`src/common/mpmc_settings.svh`:
```
`ifndef MPMC_SETTINGS_SVH
`define MPMC_SETTINGS_SVH

// ======================================================================
// Controller front end sizing
// ======================================================================

// Number of client channels
`define MPMC_NUM_CH 4

// One strip of memory data and its byte selects
`define MPMC_DATA_W 128
`define MPMC_SEL_W 16

// Channel byte address and MIG application address
`define MPMC_CH_ADDR_W 32
`define MPMC_APP_ADDR_W 29

// Request FIFO entries
`define MPMC_FIFO_DEPTH 8

`endif

```
`src/common/mpmc_chan_pkg.sv`:
```
`include "mpmc_settings.svh"

package mpmc_chan_pkg;

	// ======================================================================
	// Client channel side
	// ======================================================================

	// Channel number, also the tag carried through the request FIFO
	typedef logic [$clog2(`MPMC_NUM_CH)-1:0] chan_id_t;

	// One channel request
	// req is held high with all fields stable until ack is seen
	typedef struct packed {
		logic req;
		logic we;
		logic [`MPMC_CH_ADDR_W-1:0] adr;
		logic [`MPMC_SEL_W-1:0] sel;
		logic [`MPMC_DATA_W-1:0] dat;
	} chan_req_t;

	// One channel response
	// dat holds read data when ack rises for a read
	typedef struct packed {
		logic ack;
		logic [`MPMC_DATA_W-1:0] dat;
	} chan_resp_t;

endpackage

```
`src/common/mpmc_mem_pkg.sv`:
```
`include "mpmc_settings.svh"

package mpmc_mem_pkg;

	import mpmc_chan_pkg::*;

	// ======================================================================
	// Memory side
	// ======================================================================

	// MIG application command codes
	typedef enum logic [2:0] {
		APP_CMD_WRITE = 3'd0,
		APP_CMD_READ  = 3'd1
	} app_cmd_e;

	// Sequencer states, one request at a time
	typedef enum logic [2:0] {
		IDLE,
		ISSUE,
		WRITE_DATA,
		WAIT_READ,
		RESPOND
	} seq_state_e;

	// Queued request, tagged with the channel that made it
	typedef struct packed {
		chan_id_t chan;
		logic we;
		logic [`MPMC_CH_ADDR_W-1:0] adr;
		logic [`MPMC_SEL_W-1:0] sel;
		logic [`MPMC_DATA_W-1:0] dat;
	} fifo_entry_t;

endpackage

```
`src/design/mpmc_chan_arbiter.sv`:
```
`include "mpmc_settings.svh"

module mpmc_chan_arbiter import mpmc_chan_pkg::*, mpmc_mem_pkg::*;
(
	input  logic mem_ui_clk,
	input  logic mem_ui_rst,
	input  chan_req_t ch_req [`MPMC_NUM_CH],
	input  logic full,
	output logic push,
	output fifo_entry_t entry
);

	// Set once a channel's request sits in the FIFO, cleared when req drops
	logic [`MPMC_NUM_CH-1:0] queued;
	logic [`MPMC_NUM_CH-1:0] pending;

	// Priority pointer, first channel looked at next time
	chan_id_t ptr;
	chan_id_t grant;
	chan_id_t cand;
	logic found;
	logic load;

	always_comb
	begin
		for (int i = 0; i < `MPMC_NUM_CH; i++)
		begin
			pending[i] = ch_req[i].req && !queued[i];
		end
	end

	// ======================================================================
	// Round-robin pick starting at the pointer
	// ======================================================================

	always_comb
	begin
		found = 1'b0;
		grant = ptr;
		cand = ptr;
		for (int k = 0; k < `MPMC_NUM_CH; k++)
		begin
			cand = chan_id_t'((int'(ptr) + k) % `MPMC_NUM_CH);
			if (!found && pending[cand])
			begin
				found = 1'b1;
				grant = cand;
			end
		end
	end

	// The output register takes a new grant when empty or being drained
	assign load = found && (!push || !full);

	always_ff @(posedge mem_ui_clk)
	begin
		if (mem_ui_rst)
		begin
			push <= 1'b0;
			queued <= '0;
			ptr <= '0;
		end
		else
		begin
			for (int i = 0; i < `MPMC_NUM_CH; i++)
			begin
				if (!ch_req[i].req)
					queued[i] <= 1'b0;
			end
			if (push && !full)
				push <= 1'b0;
			if (load)
			begin
				push <= 1'b1;
				queued[grant] <= 1'b1;
				ptr <= chan_id_t'((int'(grant) + 1) % `MPMC_NUM_CH);
			end
		end
	end

	// Entry is built from the granted channel's held request
	always_ff @(posedge mem_ui_clk)
	begin
		if (load)
		begin
			entry.chan <= grant;
			entry.we <= ch_req[grant].we;
			entry.adr <= ch_req[grant].adr;
			entry.sel <= ch_req[grant].sel;
			entry.dat <= ch_req[grant].dat;
		end
	end

endmodule

```
`src/design/mpmc_ctrl.sv`:
```
`include "mpmc_settings.svh"

module mpmc_ctrl import mpmc_chan_pkg::*, mpmc_mem_pkg::*;
(
	input  logic mem_ui_clk,
	input  logic mem_ui_rst,
	input  logic calib_complete,
	input  chan_req_t ch_req [`MPMC_NUM_CH],
	output chan_resp_t ch_resp [`MPMC_NUM_CH],
	input  logic app_rdy,
	output logic app_en,
	output app_cmd_e app_cmd,
	output logic [`MPMC_APP_ADDR_W-1:0] app_addr,
	input  logic app_wdf_rdy,
	output logic app_wdf_wren,
	output logic app_wdf_end,
	output logic [`MPMC_DATA_W-1:0] app_wdf_data,
	output logic [`MPMC_SEL_W-1:0] app_wdf_mask,
	input  logic app_rd_data_valid,
	input  logic [`MPMC_DATA_W-1:0] app_rd_data
);

	// Arbiter to FIFO
	logic push;
	fifo_entry_t entry;
	logic full;

	// FIFO to sequencer
	fifo_entry_t head;
	logic empty;
	logic pop;

	// Sequencer to router
	logic done;
	chan_id_t done_chan;
	logic [`MPMC_DATA_W-1:0] rd_dat;

	mpmc_chan_arbiter u_arb (
		.mem_ui_clk (mem_ui_clk),
		.mem_ui_rst (mem_ui_rst),
		.ch_req     (ch_req),
		.full       (full),
		.push       (push),
		.entry      (entry)
	);

	mpmc_req_fifo u_fifo (
		.mem_ui_clk (mem_ui_clk),
		.mem_ui_rst (mem_ui_rst),
		.push       (push),
		.din        (entry),
		.pop        (pop),
		.dout       (head),
		.full       (full),
		.empty      (empty)
	);

	mpmc_sequencer u_seq (
		.mem_ui_clk        (mem_ui_clk),
		.mem_ui_rst        (mem_ui_rst),
		.calib_complete    (calib_complete),
		.head              (head),
		.empty             (empty),
		.pop               (pop),
		.app_rdy           (app_rdy),
		.app_en            (app_en),
		.app_cmd           (app_cmd),
		.app_addr          (app_addr),
		.app_wdf_rdy       (app_wdf_rdy),
		.app_wdf_wren      (app_wdf_wren),
		.app_wdf_end       (app_wdf_end),
		.app_wdf_data      (app_wdf_data),
		.app_wdf_mask      (app_wdf_mask),
		.app_rd_data_valid (app_rd_data_valid),
		.app_rd_data       (app_rd_data),
		.done              (done),
		.done_chan         (done_chan),
		.rd_dat            (rd_dat)
	);

	mpmc_resp_router u_router (
		.mem_ui_clk (mem_ui_clk),
		.mem_ui_rst (mem_ui_rst),
		.ch_req     (ch_req),
		.done       (done),
		.done_chan  (done_chan),
		.rd_dat     (rd_dat),
		.ch_resp    (ch_resp)
	);

endmodule

```
`src/design/mpmc_req_fifo.sv`:
```
`include "mpmc_settings.svh"

module mpmc_req_fifo import mpmc_mem_pkg::*;
(
	input  logic mem_ui_clk,
	input  logic mem_ui_rst,
	input  logic push,
	input  fifo_entry_t din,
	input  logic pop,
	output fifo_entry_t dout,
	output logic full,
	output logic empty
);

	localparam int PTR_W = $clog2(`MPMC_FIFO_DEPTH);
	localparam int CNT_W = $clog2(`MPMC_FIFO_DEPTH + 1);

	fifo_entry_t mem [`MPMC_FIFO_DEPTH];
	logic [PTR_W-1:0] wr_ptr;
	logic [PTR_W-1:0] rd_ptr;
	logic [CNT_W-1:0] count;
	logic wr_en;
	logic rd_en;

	assign wr_en = push && !full;
	assign rd_en = pop && !empty;

	assign full = (count == CNT_W'(`MPMC_FIFO_DEPTH));
	assign empty = (count == '0);

	// Head entry straight from the array
	assign dout = mem[rd_ptr];

	always_ff @(posedge mem_ui_clk)
	begin
		if (wr_en)
			mem[wr_ptr] <= din;
	end

	always_ff @(posedge mem_ui_clk)
	begin
		if (mem_ui_rst)
		begin
			wr_ptr <= '0;
			rd_ptr <= '0;
			count <= '0;
		end
		else
		begin
			if (wr_en)
				wr_ptr <= (wr_ptr == PTR_W'(`MPMC_FIFO_DEPTH - 1)) ? '0 : wr_ptr + 1'b1;
			if (rd_en)
				rd_ptr <= (rd_ptr == PTR_W'(`MPMC_FIFO_DEPTH - 1)) ? '0 : rd_ptr + 1'b1;
			// Simultaneous push and pop leave the count alone
			if (wr_en && !rd_en)
				count <= count + 1'b1;
			else if (rd_en && !wr_en)
				count <= count - 1'b1;
		end
	end

endmodule

```
`src/design/mpmc_resp_router.sv`:
```
`include "mpmc_settings.svh"

module mpmc_resp_router import mpmc_chan_pkg::*;
(
	input  logic mem_ui_clk,
	input  logic mem_ui_rst,
	input  chan_req_t ch_req [`MPMC_NUM_CH],
	input  logic done,
	input  chan_id_t done_chan,
	input  logic [`MPMC_DATA_W-1:0] rd_dat,
	output chan_resp_t ch_resp [`MPMC_NUM_CH]
);

	logic [`MPMC_NUM_CH-1:0] ack;
	logic [`MPMC_DATA_W-1:0] dat [`MPMC_NUM_CH];

	// ======================================================================
	// Four-phase ack per channel
	// ======================================================================

	always_ff @(posedge mem_ui_clk)
	begin
		if (mem_ui_rst)
			ack <= '0;
		else
		begin
			for (int i = 0; i < `MPMC_NUM_CH; i++)
			begin
				// Dropped req wins so ack never rises without a request
				if (!ch_req[i].req)
					ack[i] <= 1'b0;
				else if (done && done_chan == chan_id_t'(i))
					ack[i] <= 1'b1;
			end
		end
	end

	// Read data for the finishing channel
	// the channel's we is still held, so writes keep the old value
	always_ff @(posedge mem_ui_clk)
	begin
		for (int i = 0; i < `MPMC_NUM_CH; i++)
		begin
			if (done && done_chan == chan_id_t'(i) && !ch_req[i].we)
				dat[i] <= rd_dat;
		end
	end

	always_comb
	begin
		for (int i = 0; i < `MPMC_NUM_CH; i++)
		begin
			ch_resp[i].ack = ack[i];
			ch_resp[i].dat = dat[i];
		end
	end

endmodule

```
`src/sequencer/mpmc_sequencer.sv`:
```
`include "mpmc_settings.svh"

module mpmc_sequencer import mpmc_chan_pkg::*, mpmc_mem_pkg::*;
(
	input  logic mem_ui_clk,
	input  logic mem_ui_rst,
	input  logic calib_complete,
	input  fifo_entry_t head,
	input  logic empty,
	output logic pop,
	input  logic app_rdy,
	output logic app_en,
	output app_cmd_e app_cmd,
	output logic [`MPMC_APP_ADDR_W-1:0] app_addr,
	input  logic app_wdf_rdy,
	output logic app_wdf_wren,
	output logic app_wdf_end,
	output logic [`MPMC_DATA_W-1:0] app_wdf_data,
	output logic [`MPMC_SEL_W-1:0] app_wdf_mask,
	input  logic app_rd_data_valid,
	input  logic [`MPMC_DATA_W-1:0] app_rd_data,
	output logic done,
	output chan_id_t done_chan,
	output logic [`MPMC_DATA_W-1:0] rd_dat
);

	seq_state_e state;

	// Request being worked on, loaded from the FIFO head
	fifo_entry_t cur;
	logic [`MPMC_DATA_W-1:0] wr_data;

	// Nothing leaves IDLE until the memory is calibrated
	assign pop = (state == IDLE) && calib_complete && !empty;

	// ======================================================================
	// State machine
	// ======================================================================

	always_ff @(posedge mem_ui_clk)
	begin
		if (mem_ui_rst)
			state <= IDLE;
		else
		begin
			case (state)
			IDLE:
				if (pop)
					state <= ISSUE;
			ISSUE:
				// Command holds until the controller takes it
				if (app_rdy)
					state <= cur.we ? WRITE_DATA : WAIT_READ;
			WRITE_DATA:
				if (app_wdf_rdy)
					state <= RESPOND;
			WAIT_READ:
				if (app_rd_data_valid)
					state <= RESPOND;
			RESPOND:
				state <= IDLE;
			default:
				state <= IDLE;
			endcase
		end
	end

	always_ff @(posedge mem_ui_clk)
	begin
		if (pop)
			cur <= head;
	end

	always_ff @(posedge mem_ui_clk)
	begin
		if (state == WAIT_READ && app_rd_data_valid)
			rd_dat <= app_rd_data;
	end

	// ======================================================================
	// Application interface
	// ======================================================================

	assign app_en = (state == ISSUE);
	assign app_cmd = cur.we ? APP_CMD_WRITE : APP_CMD_READ;

	// 8-byte address units, strip aligned
	assign app_addr = {cur.adr[`MPMC_CH_ADDR_W-1:4], 1'b0};

	// Single strip, so end goes with every data beat
	assign app_wdf_wren = (state == WRITE_DATA);
	assign app_wdf_end = app_wdf_wren;

	// Mask bit set means the byte is not written
	assign app_wdf_mask = ~cur.sel;

	// Unselected lanes go out as all ones
	always_comb
	begin
		for (int b = 0; b < `MPMC_SEL_W; b++)
		begin
			wr_data[b*8 +: 8] = cur.sel[b] ? cur.dat[b*8 +: 8] : 8'hFF;
		end
	end

	assign app_wdf_data = wr_data;

	// Completion for the response router
	assign done = (state == RESPOND);
	assign done_chan = cur.chan;

endmodule

```
`config.mk`:
```
export PLATFORM = sky130hd
export DESIGN_NAME = mpmc_ctrl
export DESIGN_NICKNAME = d
export VERILOG_FILES = /design/src/common/mpmc_chan_pkg.sv /design/src/common/mpmc_mem_pkg.sv /design/src/design/mpmc_chan_arbiter.sv /design/src/design/mpmc_ctrl.sv /design/src/design/mpmc_req_fifo.sv /design/src/design/mpmc_resp_router.sv /design/src/sequencer/mpmc_sequencer.sv
export VERILOG_INCLUDE_DIRS = /design/src /design/src/common
export SDC_FILE = /design/constraint.sdc
export NUM_CORES = 2
export LEC_CHECK = 0
export ABC_CLOCK_PERIOD_IN_PS = 44500
export BUFFER_PORTS_ARGS = -buffer_cell sky130_fd_sc_hd__buf_2
export CAP_MARGIN = 40
export CORE_MARGIN = 4
export CORE_UTILIZATION = 25
export DETAILED_ROUTE_END_ITERATION = 6
export GPL_TIMING_DRIVEN = 0
export PLACE_DENSITY = 0.54
export SETUP_SLACK_MARGIN = 0.05
export SLEW_MARGIN = 20
export SYNTH_ARGS = -nofsm -noshare
export SYNTH_HDL_FRONTEND = slang
export SYNTH_SLANG_ARGS = --single-unit
```
`constraint.sdc`:
```
create_clock -name mem_ui_clk -period 44.5 [get_ports mem_ui_clk]
set_input_delay 8.9 -clock mem_ui_clk [delete_from_list [all_inputs] [get_ports mem_ui_clk]]
set_output_delay 8.9 -clock mem_ui_clk [all_outputs]
set_load 0.02 [all_outputs]
```
Word level (Yosys, flattened, before mapping)
Memory sizes are Yosys's and may differ from the RTL's. A register that Yosys moved wholly into a read port is not among the register bits.
Index checks and enable logic that the tools add are counted.
{"block": "totals", "mem_count": 2, "ramBits": 1944, "wordCells": 186, "output_inout_bits": 695, "ff_bits": 331, "in_bits": 846}
{"name": "u_fifo.mem", "depth": 8, "width": 179, "rd": 1, "rd_clocked_by_memory_dff": 1, "write_ports": 1, "line_no": "mpmc_req_fifo.sv:18", "rtl": "fifo_entry_t mem [`MPMC_FIFO_DEPTH];"}
{"name": "u_router.dat", "depth": 4, "width": 128, "rd": 4, "rd_clocked_by_memory_dff": 0, "write_ports": 1, "line_no": "mpmc_resp_router.sv:15", "rtl": "logic [`MPMC_DATA_W-1:0] dat [`MPMC_NUM_CH];"}
{"block": "classes", "bitwise_logic": 7, "order_cmp": 7, "n_reduce_logical": 54, "n_mux": 77, "n_eq_ne": 14, "n_addsub": 8}
{"operator": "$mux 128", "n": 3}
{"operator": "$reduce_or 128->1", "n": 3}
{"operator": "$bmux 178 s2", "n": 1}
{"operator": "$mux 177", "n": 2}
{"operator": "$mux 8", "n": 16}
{"operator": "$mux 1", "n": 34}
{"operator": "$logic_and 1x1->1", "n": 24}
{"operator": "$mux 3", "n": 6}
{"operator": "$logic_not 1->1", "n": 16}
{"operator": "$not 16->16", "n": 1}
{"operator": "$lt 2x3->1 const B", "n": 5}
{"operator": "$mux 2", "n": 6}
{"operator": "$mux 4", "n": 3}
{"operator": "$pmux 3 s4", "n": 1}
{"operator": "$eq 3x3->1 const B", "n": 3}
{"operator": "$bmux 1 s2", "n": 4}
{"operator": "$ne 2x2->1 const B", "n": 4}
{"operator": "$reduce_or 2->1", "n": 4}
{"operator": "$add 3x1->3 const B", "n": 2}
{"operator": "$eq 3x2->1 const B", "n": 2}
{"operator": "$add 2x1->2 const B", "n": 2}
{"operator": "$add 2x2->2 const B", "n": 2}
{"operator": "$add 4x1->4 const B", "n": 1}
{"operator": "$eq 2x2->1 const B", "n": 2}
{"operator": "other kinds (16)", "n": 20}

Logic depth before layout (Yosys ltp)
{"block": "logic_depth", "depth_word": 20, "mapped_depth": 12, "ltp_nobuf": 12}

By module
From an unflattened synthesis, not the netlist that was laid out.
{"block": "hier_totals", "hier_cells": 4008, "area_unflattened_um2": 92348.6}
{"module": "mpmc_req_fifo", "cells_per_inst": 2144, "seq_area_each_um2": 43261.5, "instances": 1, "area_per_inst_um2": 54408.4}
{"module": "mpmc_resp_router", "cells_per_inst": 535, "seq_area_each_um2": 15454.8, "instances": 1, "area_per_inst_um2": 15561.2}
{"module": "mpmc_chan_arbiter", "cells_per_inst": 821, "seq_area_each_um2": 5515.3, "instances": 1, "area_per_inst_um2": 11940.2}
{"module": "mpmc_sequencer", "cells_per_inst": 508, "seq_area_each_um2": 9158.8, "instances": 1, "area_per_inst_um2": 10438.8}

Worst setup path after synthesis
Ideal clock, no wire load.
{"block": "synth_timing", "path_kind": "input to register", "start": "in ch_req[710] (netlist bit)", "end": "mem u_router.dat[0][0] (netlist bit) (enable)", "setup_ns": 0.930, "t_required_ns": 43.570, "cell_stages": 1, "arrival_ns": 21.212, "n_path_buf": 0, "path_slack_ns": 22.357, "path_cell_list": "nor4_1"}
{"block": "synth_via", "elab_chain_cells": 7}
{"element": "from (decl)", "line_no": "mpmc_ctrl.sv:8", "rtl": "input chan_req_t ch_req [`MPMC_NUM_CH],"}
{"element": "$logic_not 1->1", "line_no": "mpmc_resp_router.sv:44", "rtl": "if (done && done_chan == chan_id_t'(i) && !ch_req[i].we)"}
{"element": "$logic_and 1x1->1", "line_no": "mpmc_resp_router.sv:44"}
{"element": "$mux 1", "line_no": "mpmc_resp_router.sv:44"}
{"element": "$mux 1 (implied by the code)", "line_no": "mpmc_resp_router.sv:45", "rtl": "dat[i] <= rd_dat;"}
{"element": "$mux 1 (no line) (3 in series)"}
{"element": "to (decl)", "line_no": "mpmc_resp_router.sv:15"}
Every way passes these cells.

Final worst setup path
{"block": "layout_timing", "start": "in ch_req[176] (netlist bit)", "end": "mem u_router.dat[3][41] (netlist bit) (enable)"}
{"block": "layout_via", "elab_chain_cells": 6, "elab_cells_between_ends": 7, "classes_between": "mux: 4; reduce/logical: 3"}
{"element": "$logic_not 1->1 (*)", "line_no": "mpmc_resp_router.sv:44"}
{"element": "$logic_and 1x1->1 (*)", "line_no": "mpmc_resp_router.sv:44"}
{"element": "$mux 1 (*)", "line_no": "mpmc_resp_router.sv:44"}
{"element": "$mux 1 (implied by the code) (*)", "line_no": "mpmc_resp_router.sv:45"}
{"element": "$reduce_or 128->1 (no line)"}
{"element": "$mux 2 (no line) or $mux 1 (tied branches)"}
Mark *: on every way between the ends. The rest lies on a longest branch, timed or not.

==> results.md <==
Run status:
- The run finished with clean final reports.

Worst setup path:
- Broken down by cell family, the worst path's largest delay share belongs to buffers and inverters.
- The delay of the slowest cell on the worst path is 460 ps.
- The critical path class is in -> reg.
- The signal on the critical path passes through buf_2 > nor3b_2 > buf_6 > buf_4 > buf_6 > buf_4 > buf_4 > buf_4 > buf_4 > buf_4 > buf_4 > buf_4 > buf_4 > buf_4 > buf_4 > buf_4.
- The number of buffers and inverters on the critical path is 15.
- The worst-path cell with the longest stage delay is sky130_fd_sc_hd__nor3b_2.
- Data on the critical path is required at its endpoint by 45030 ps.
- Counting stages on the worst path, the most repeated cell is sky130_fd_sc_hd__buf_4.
- The sort of element at the end of the critical path is a flop.
- The startpoint kind of the worst setup timing path is a primary input.
- Of all nets on the critical path, the largest fanout is 10.
- For the worst setup path, the data arrival time is 12240 ps.

Detailed routing:
- The length of the first detailed-routing pass in iterations is 6.
- The average wire per standard cell is 29.3 um.
- The detailed router finished its first iteration with 4032 violations.
- The routed layout has 50.0k vias.
- Dividing the detail-routed via count by the number of cells gives 4.42.
- The routed wire length is 331 mm.
- The detail route stage leaves a number of antenna-violating nets equal to 0.
- The final routed DRC violation total is 0.

Synth:
- The register bit count reported by yosys is 2414.
- The gate count of the mapped netlist is 4150.
- After synthesis, the mean cell area works out to 21.6 um2.
- The count of yosys warnings during synthesis is 0.
- The synthesized area is 89700 um2.
- Sequential elements use 80.6% of the synthesized area.
- Yosys mapped a number of flops with a built-in enable equal to 2390.
- The fraction of synthesis flops using an asynchronous set or reset pin is 0%.
- The synthesized netlist contains 46 unique library cells.
- Among all flip-flop cells after synthesis, the most frequent one is sky130_fd_sc_hd__edfxtp_1.

Final layout:
- The layout filler cell count is 34.2k.
- The most common library cell in the layout ignoring fill and taps is sky130_fd_sc_hd__edfxtp_1.
- After routing the design area is 117000 um2.
- The top cell types in the final layout, fill and taps aside, are sky130_fd_sc_hd__edfxtp_1, sky130_fd_sc_hd__buf_2, sky130_fd_sc_hd__mux4_2, sky130_fd_sc_hd__clkbuf_16.
- The number of nets at the end of the flow is 7163.
- The area growth from synthesis to layout is 30.2%.
- The post-route netlist has 45.3% of its cells at a drive strength greater than 1.
- Leaving out filler cells and counting taps, the final layout contains 11.3k.

Clock network:
- The H-tree depth reported by CTS is 5.
- Once the clock tree was built, the setup fixing pass inserted 0 buffers.
- The number of gates resized after CTS is 0.
- TritonCTS built the clock tree.
- The clock slew seen by the registers of the worst setup and hold paths is 60 ps.
- The clock net sink count is 2414.
- The number of clock buffers inserted by TritonCTS is 279.
- The clock reaches the later pin of the worst-skew pair after 890 ps.
- The number of hold buffers added after CTS is 0.
- No sink is reached through more buffers than the 4 on the longest clock path.
- The CTS root buffer is sky130_fd_sc_hd__clkbuf_16.

Floorplanning:
- The die is 607 um wide.
- For this configuration, the core starts out at a cell density of 25.1%.
- The die covers 368000 um2.
- The chip height is 607 um.
- The number of core rows is 219.
- The number of primary I/O pins is 1541.
- The total area inside the core boundary comes to 356000 um2.

Power and ir drop:
- The internal power contribution is 5040 uW.
- Across the VDD grid, the largest voltage drop is 0.0378 mV.
- The analysis attributes to net switching a power of 2310 uW.
- The switching power as a share of total power is 31.4%.
- The analysis attributes to cell leakage a power of 0.0411 uW.
- The portion of total power attributed to combinational logic is 24.7%.
- Of the total power, registers draw 44.7%.
- The fraction of power consumed by the clock network is 30.6%.
- Power spread over the standard cell area amounts to 63.0 nW/um2.

Global routing:
- The initial antenna violation count is 72.
- Global routing consumed, on the met1 layer, 19.0% of the routing resources.
- After global routing, the most crowded layer is met2.
- The via count of the first global-routing pass is 52.4k.
- The first global-routing pass estimated 441 mm of wire.
- The global-route met3 utilization is 4.34%.
- Global routing used 17.3% of the available tracks across all layers.
- The met2 routing resource usage after global routing is 32.5%.
- The pin count of the biggest net entering global routing is 35.
- The total overflow left after global routing is 0.

Timing:
- The timing-limited maximum frequency is 85.4 MHz.
- For the final database, setup skew stands at 68.2 ps.
- Setup repair after global routing left no endpoint under its margin.
- The worst-margin pin slew is 904 ps.
- Hold is met by 497 ps.
- The share of the clock period used by the worst path is 26.3%.
- For the final routed database, the setup TNS stands at 0 ps.
- The post-route worst setup slack is 32800 ps.
- The number of failing hold endpoints at the final stage came to 0.
- The number of pins exceeding their max-slew limit in the final report came to 0.
- The clock period minus worst slack is 11700 ps.
- Setup violations remaining at the end of the flow were counted as 0.
- Measured against its own limit, the worst slew margin works out to 39.7%.

Place:
- Summing all placed instances gives a cell area of 108000 um2.
- The worst slack at placement is 31880 ps.
- The cell count after placement is 10.8k.
- The port buffer count is 1521.
- Once detailed placement completed, the half-perimeter wirelength came to 259 mm.
- The final weighted congestion in routability-driven placement is 0.908.

Min path:
- The path category of the worst min-delay check is reg -> reg.

Flow run:
- The max-capacitance violation count is 0.
final timing paths:
path / startpoint / depth (start not counted) / end / slack [ps]
hold / removal: u_seq.rd_dat[102] / 0 / u_router.dat[1][102] / 500
setup / recovery: ch_req[176] / 16 / u_router.dat[3][41] / 32800
setup reg to reg: u_fifo.count[0] / 18 / u_fifo.mem[0][77] / 39470
hold reg to reg: u_seq.rd_dat[102] / 0 / u_router.dat[1][102] / 500
through the flow:
stage | util [%] | total power, uW
global placement | 29.0 | 5240
floorplan | - | 4280
global route | 32.7 | 7690
CTS | 32.7 | 7500
detailed placement | 30.2 | 5210
finish | 32.8 | 7350
state kept, by name (all words and copies together), names as in the netlist, 4 cells and up:
register        flops
u_arb.entry       175
u_arb.queued        4
u_fifo.count        4
u_fifo.mem       1400
u_router.ack        4
u_router.dat      512
u_seq.app_addr     28
u_seq.cur         145
u_seq.rd_dat      128
power by group through the flow:
| stage | logic [uW] | registers [uW] | clock network [uW] |
|---|---|---|---|
| CTS | 1890 | 3290 | 2320 |
| global route | 1940 | 3330 | 2420 |
| global placement | 1740 | 3490 | 0 |
| finish | 1820 | 3290 | 2250 |
| detailed placement | 1880 | 3340 | 0 |
| floorplan | 978 | 3300 | 0 |
metal layers:
metal | wire (um) | part of all wire, % | up-vias
li1 | - | - | 21400
met1 | 117000 | 35 | 26100
met2 | 179000 | 54 | 2006
met3 | 22800 | 6.9 | 478
met4 | 12000 | 3.6 | 50
met5 | 322 | 0.097 | -
cell families (layout without fill, tap and decap cells):
kind of cell | after synthesis | in the layout | share of synthesized area (%)
other | 1 | 36 | 0.00418
AOI/OAI and AO/OA | 382 | 382 | 2.70
buffers and inverters | 255 | 2630 | 1.49
xor gates and xnor gates | 3 | 3 | 0.0293
and+or+nand+nor | 385 | 385 | 2.10
adders and majority gates | 8 | 8 | 0.120
muxes | 702 | 702 | 13.0
DFF | 2414 | 2414 | 80.6
synthesized netlist by cell type, drive strengths merged, types with 10 or more instances:
library cell     n  share of area, %
mux4           350               8.8
a22oi          174               1.5
a21oi          184               1.0
inv             24              0.10
nor2            25              0.10
nor3            10             0.056
buf            146               1.0
mux2i          177               2.0
dfxtp           24              0.54
nand2b         137              0.96
nor3b           10             0.089
edfxtp        2390                80
clkbuf          85              0.36
mux2           175               2.2
nand2          186              0.78
cell type report:
cell class | count | area (um2) | share of cell area [%]
clock inverter | 165 | 1730 | 1.48
sequential | 2414 | 72200 | 61.9
clock buffer | 334 | 7280 | 6.24
inverter | 24 | 90.1 | 0.0772
timing repair buffer | 1876 | 11900 | 10.2
buffer | 231 | 1270 | 1.09
tap | 4751 | 5940 | 5.09
multi-input combinational | 1483 | 16200 | 13.9
antenna | 33 | 82.6 | 0.0707
Power figures use the tool's default switching activity.
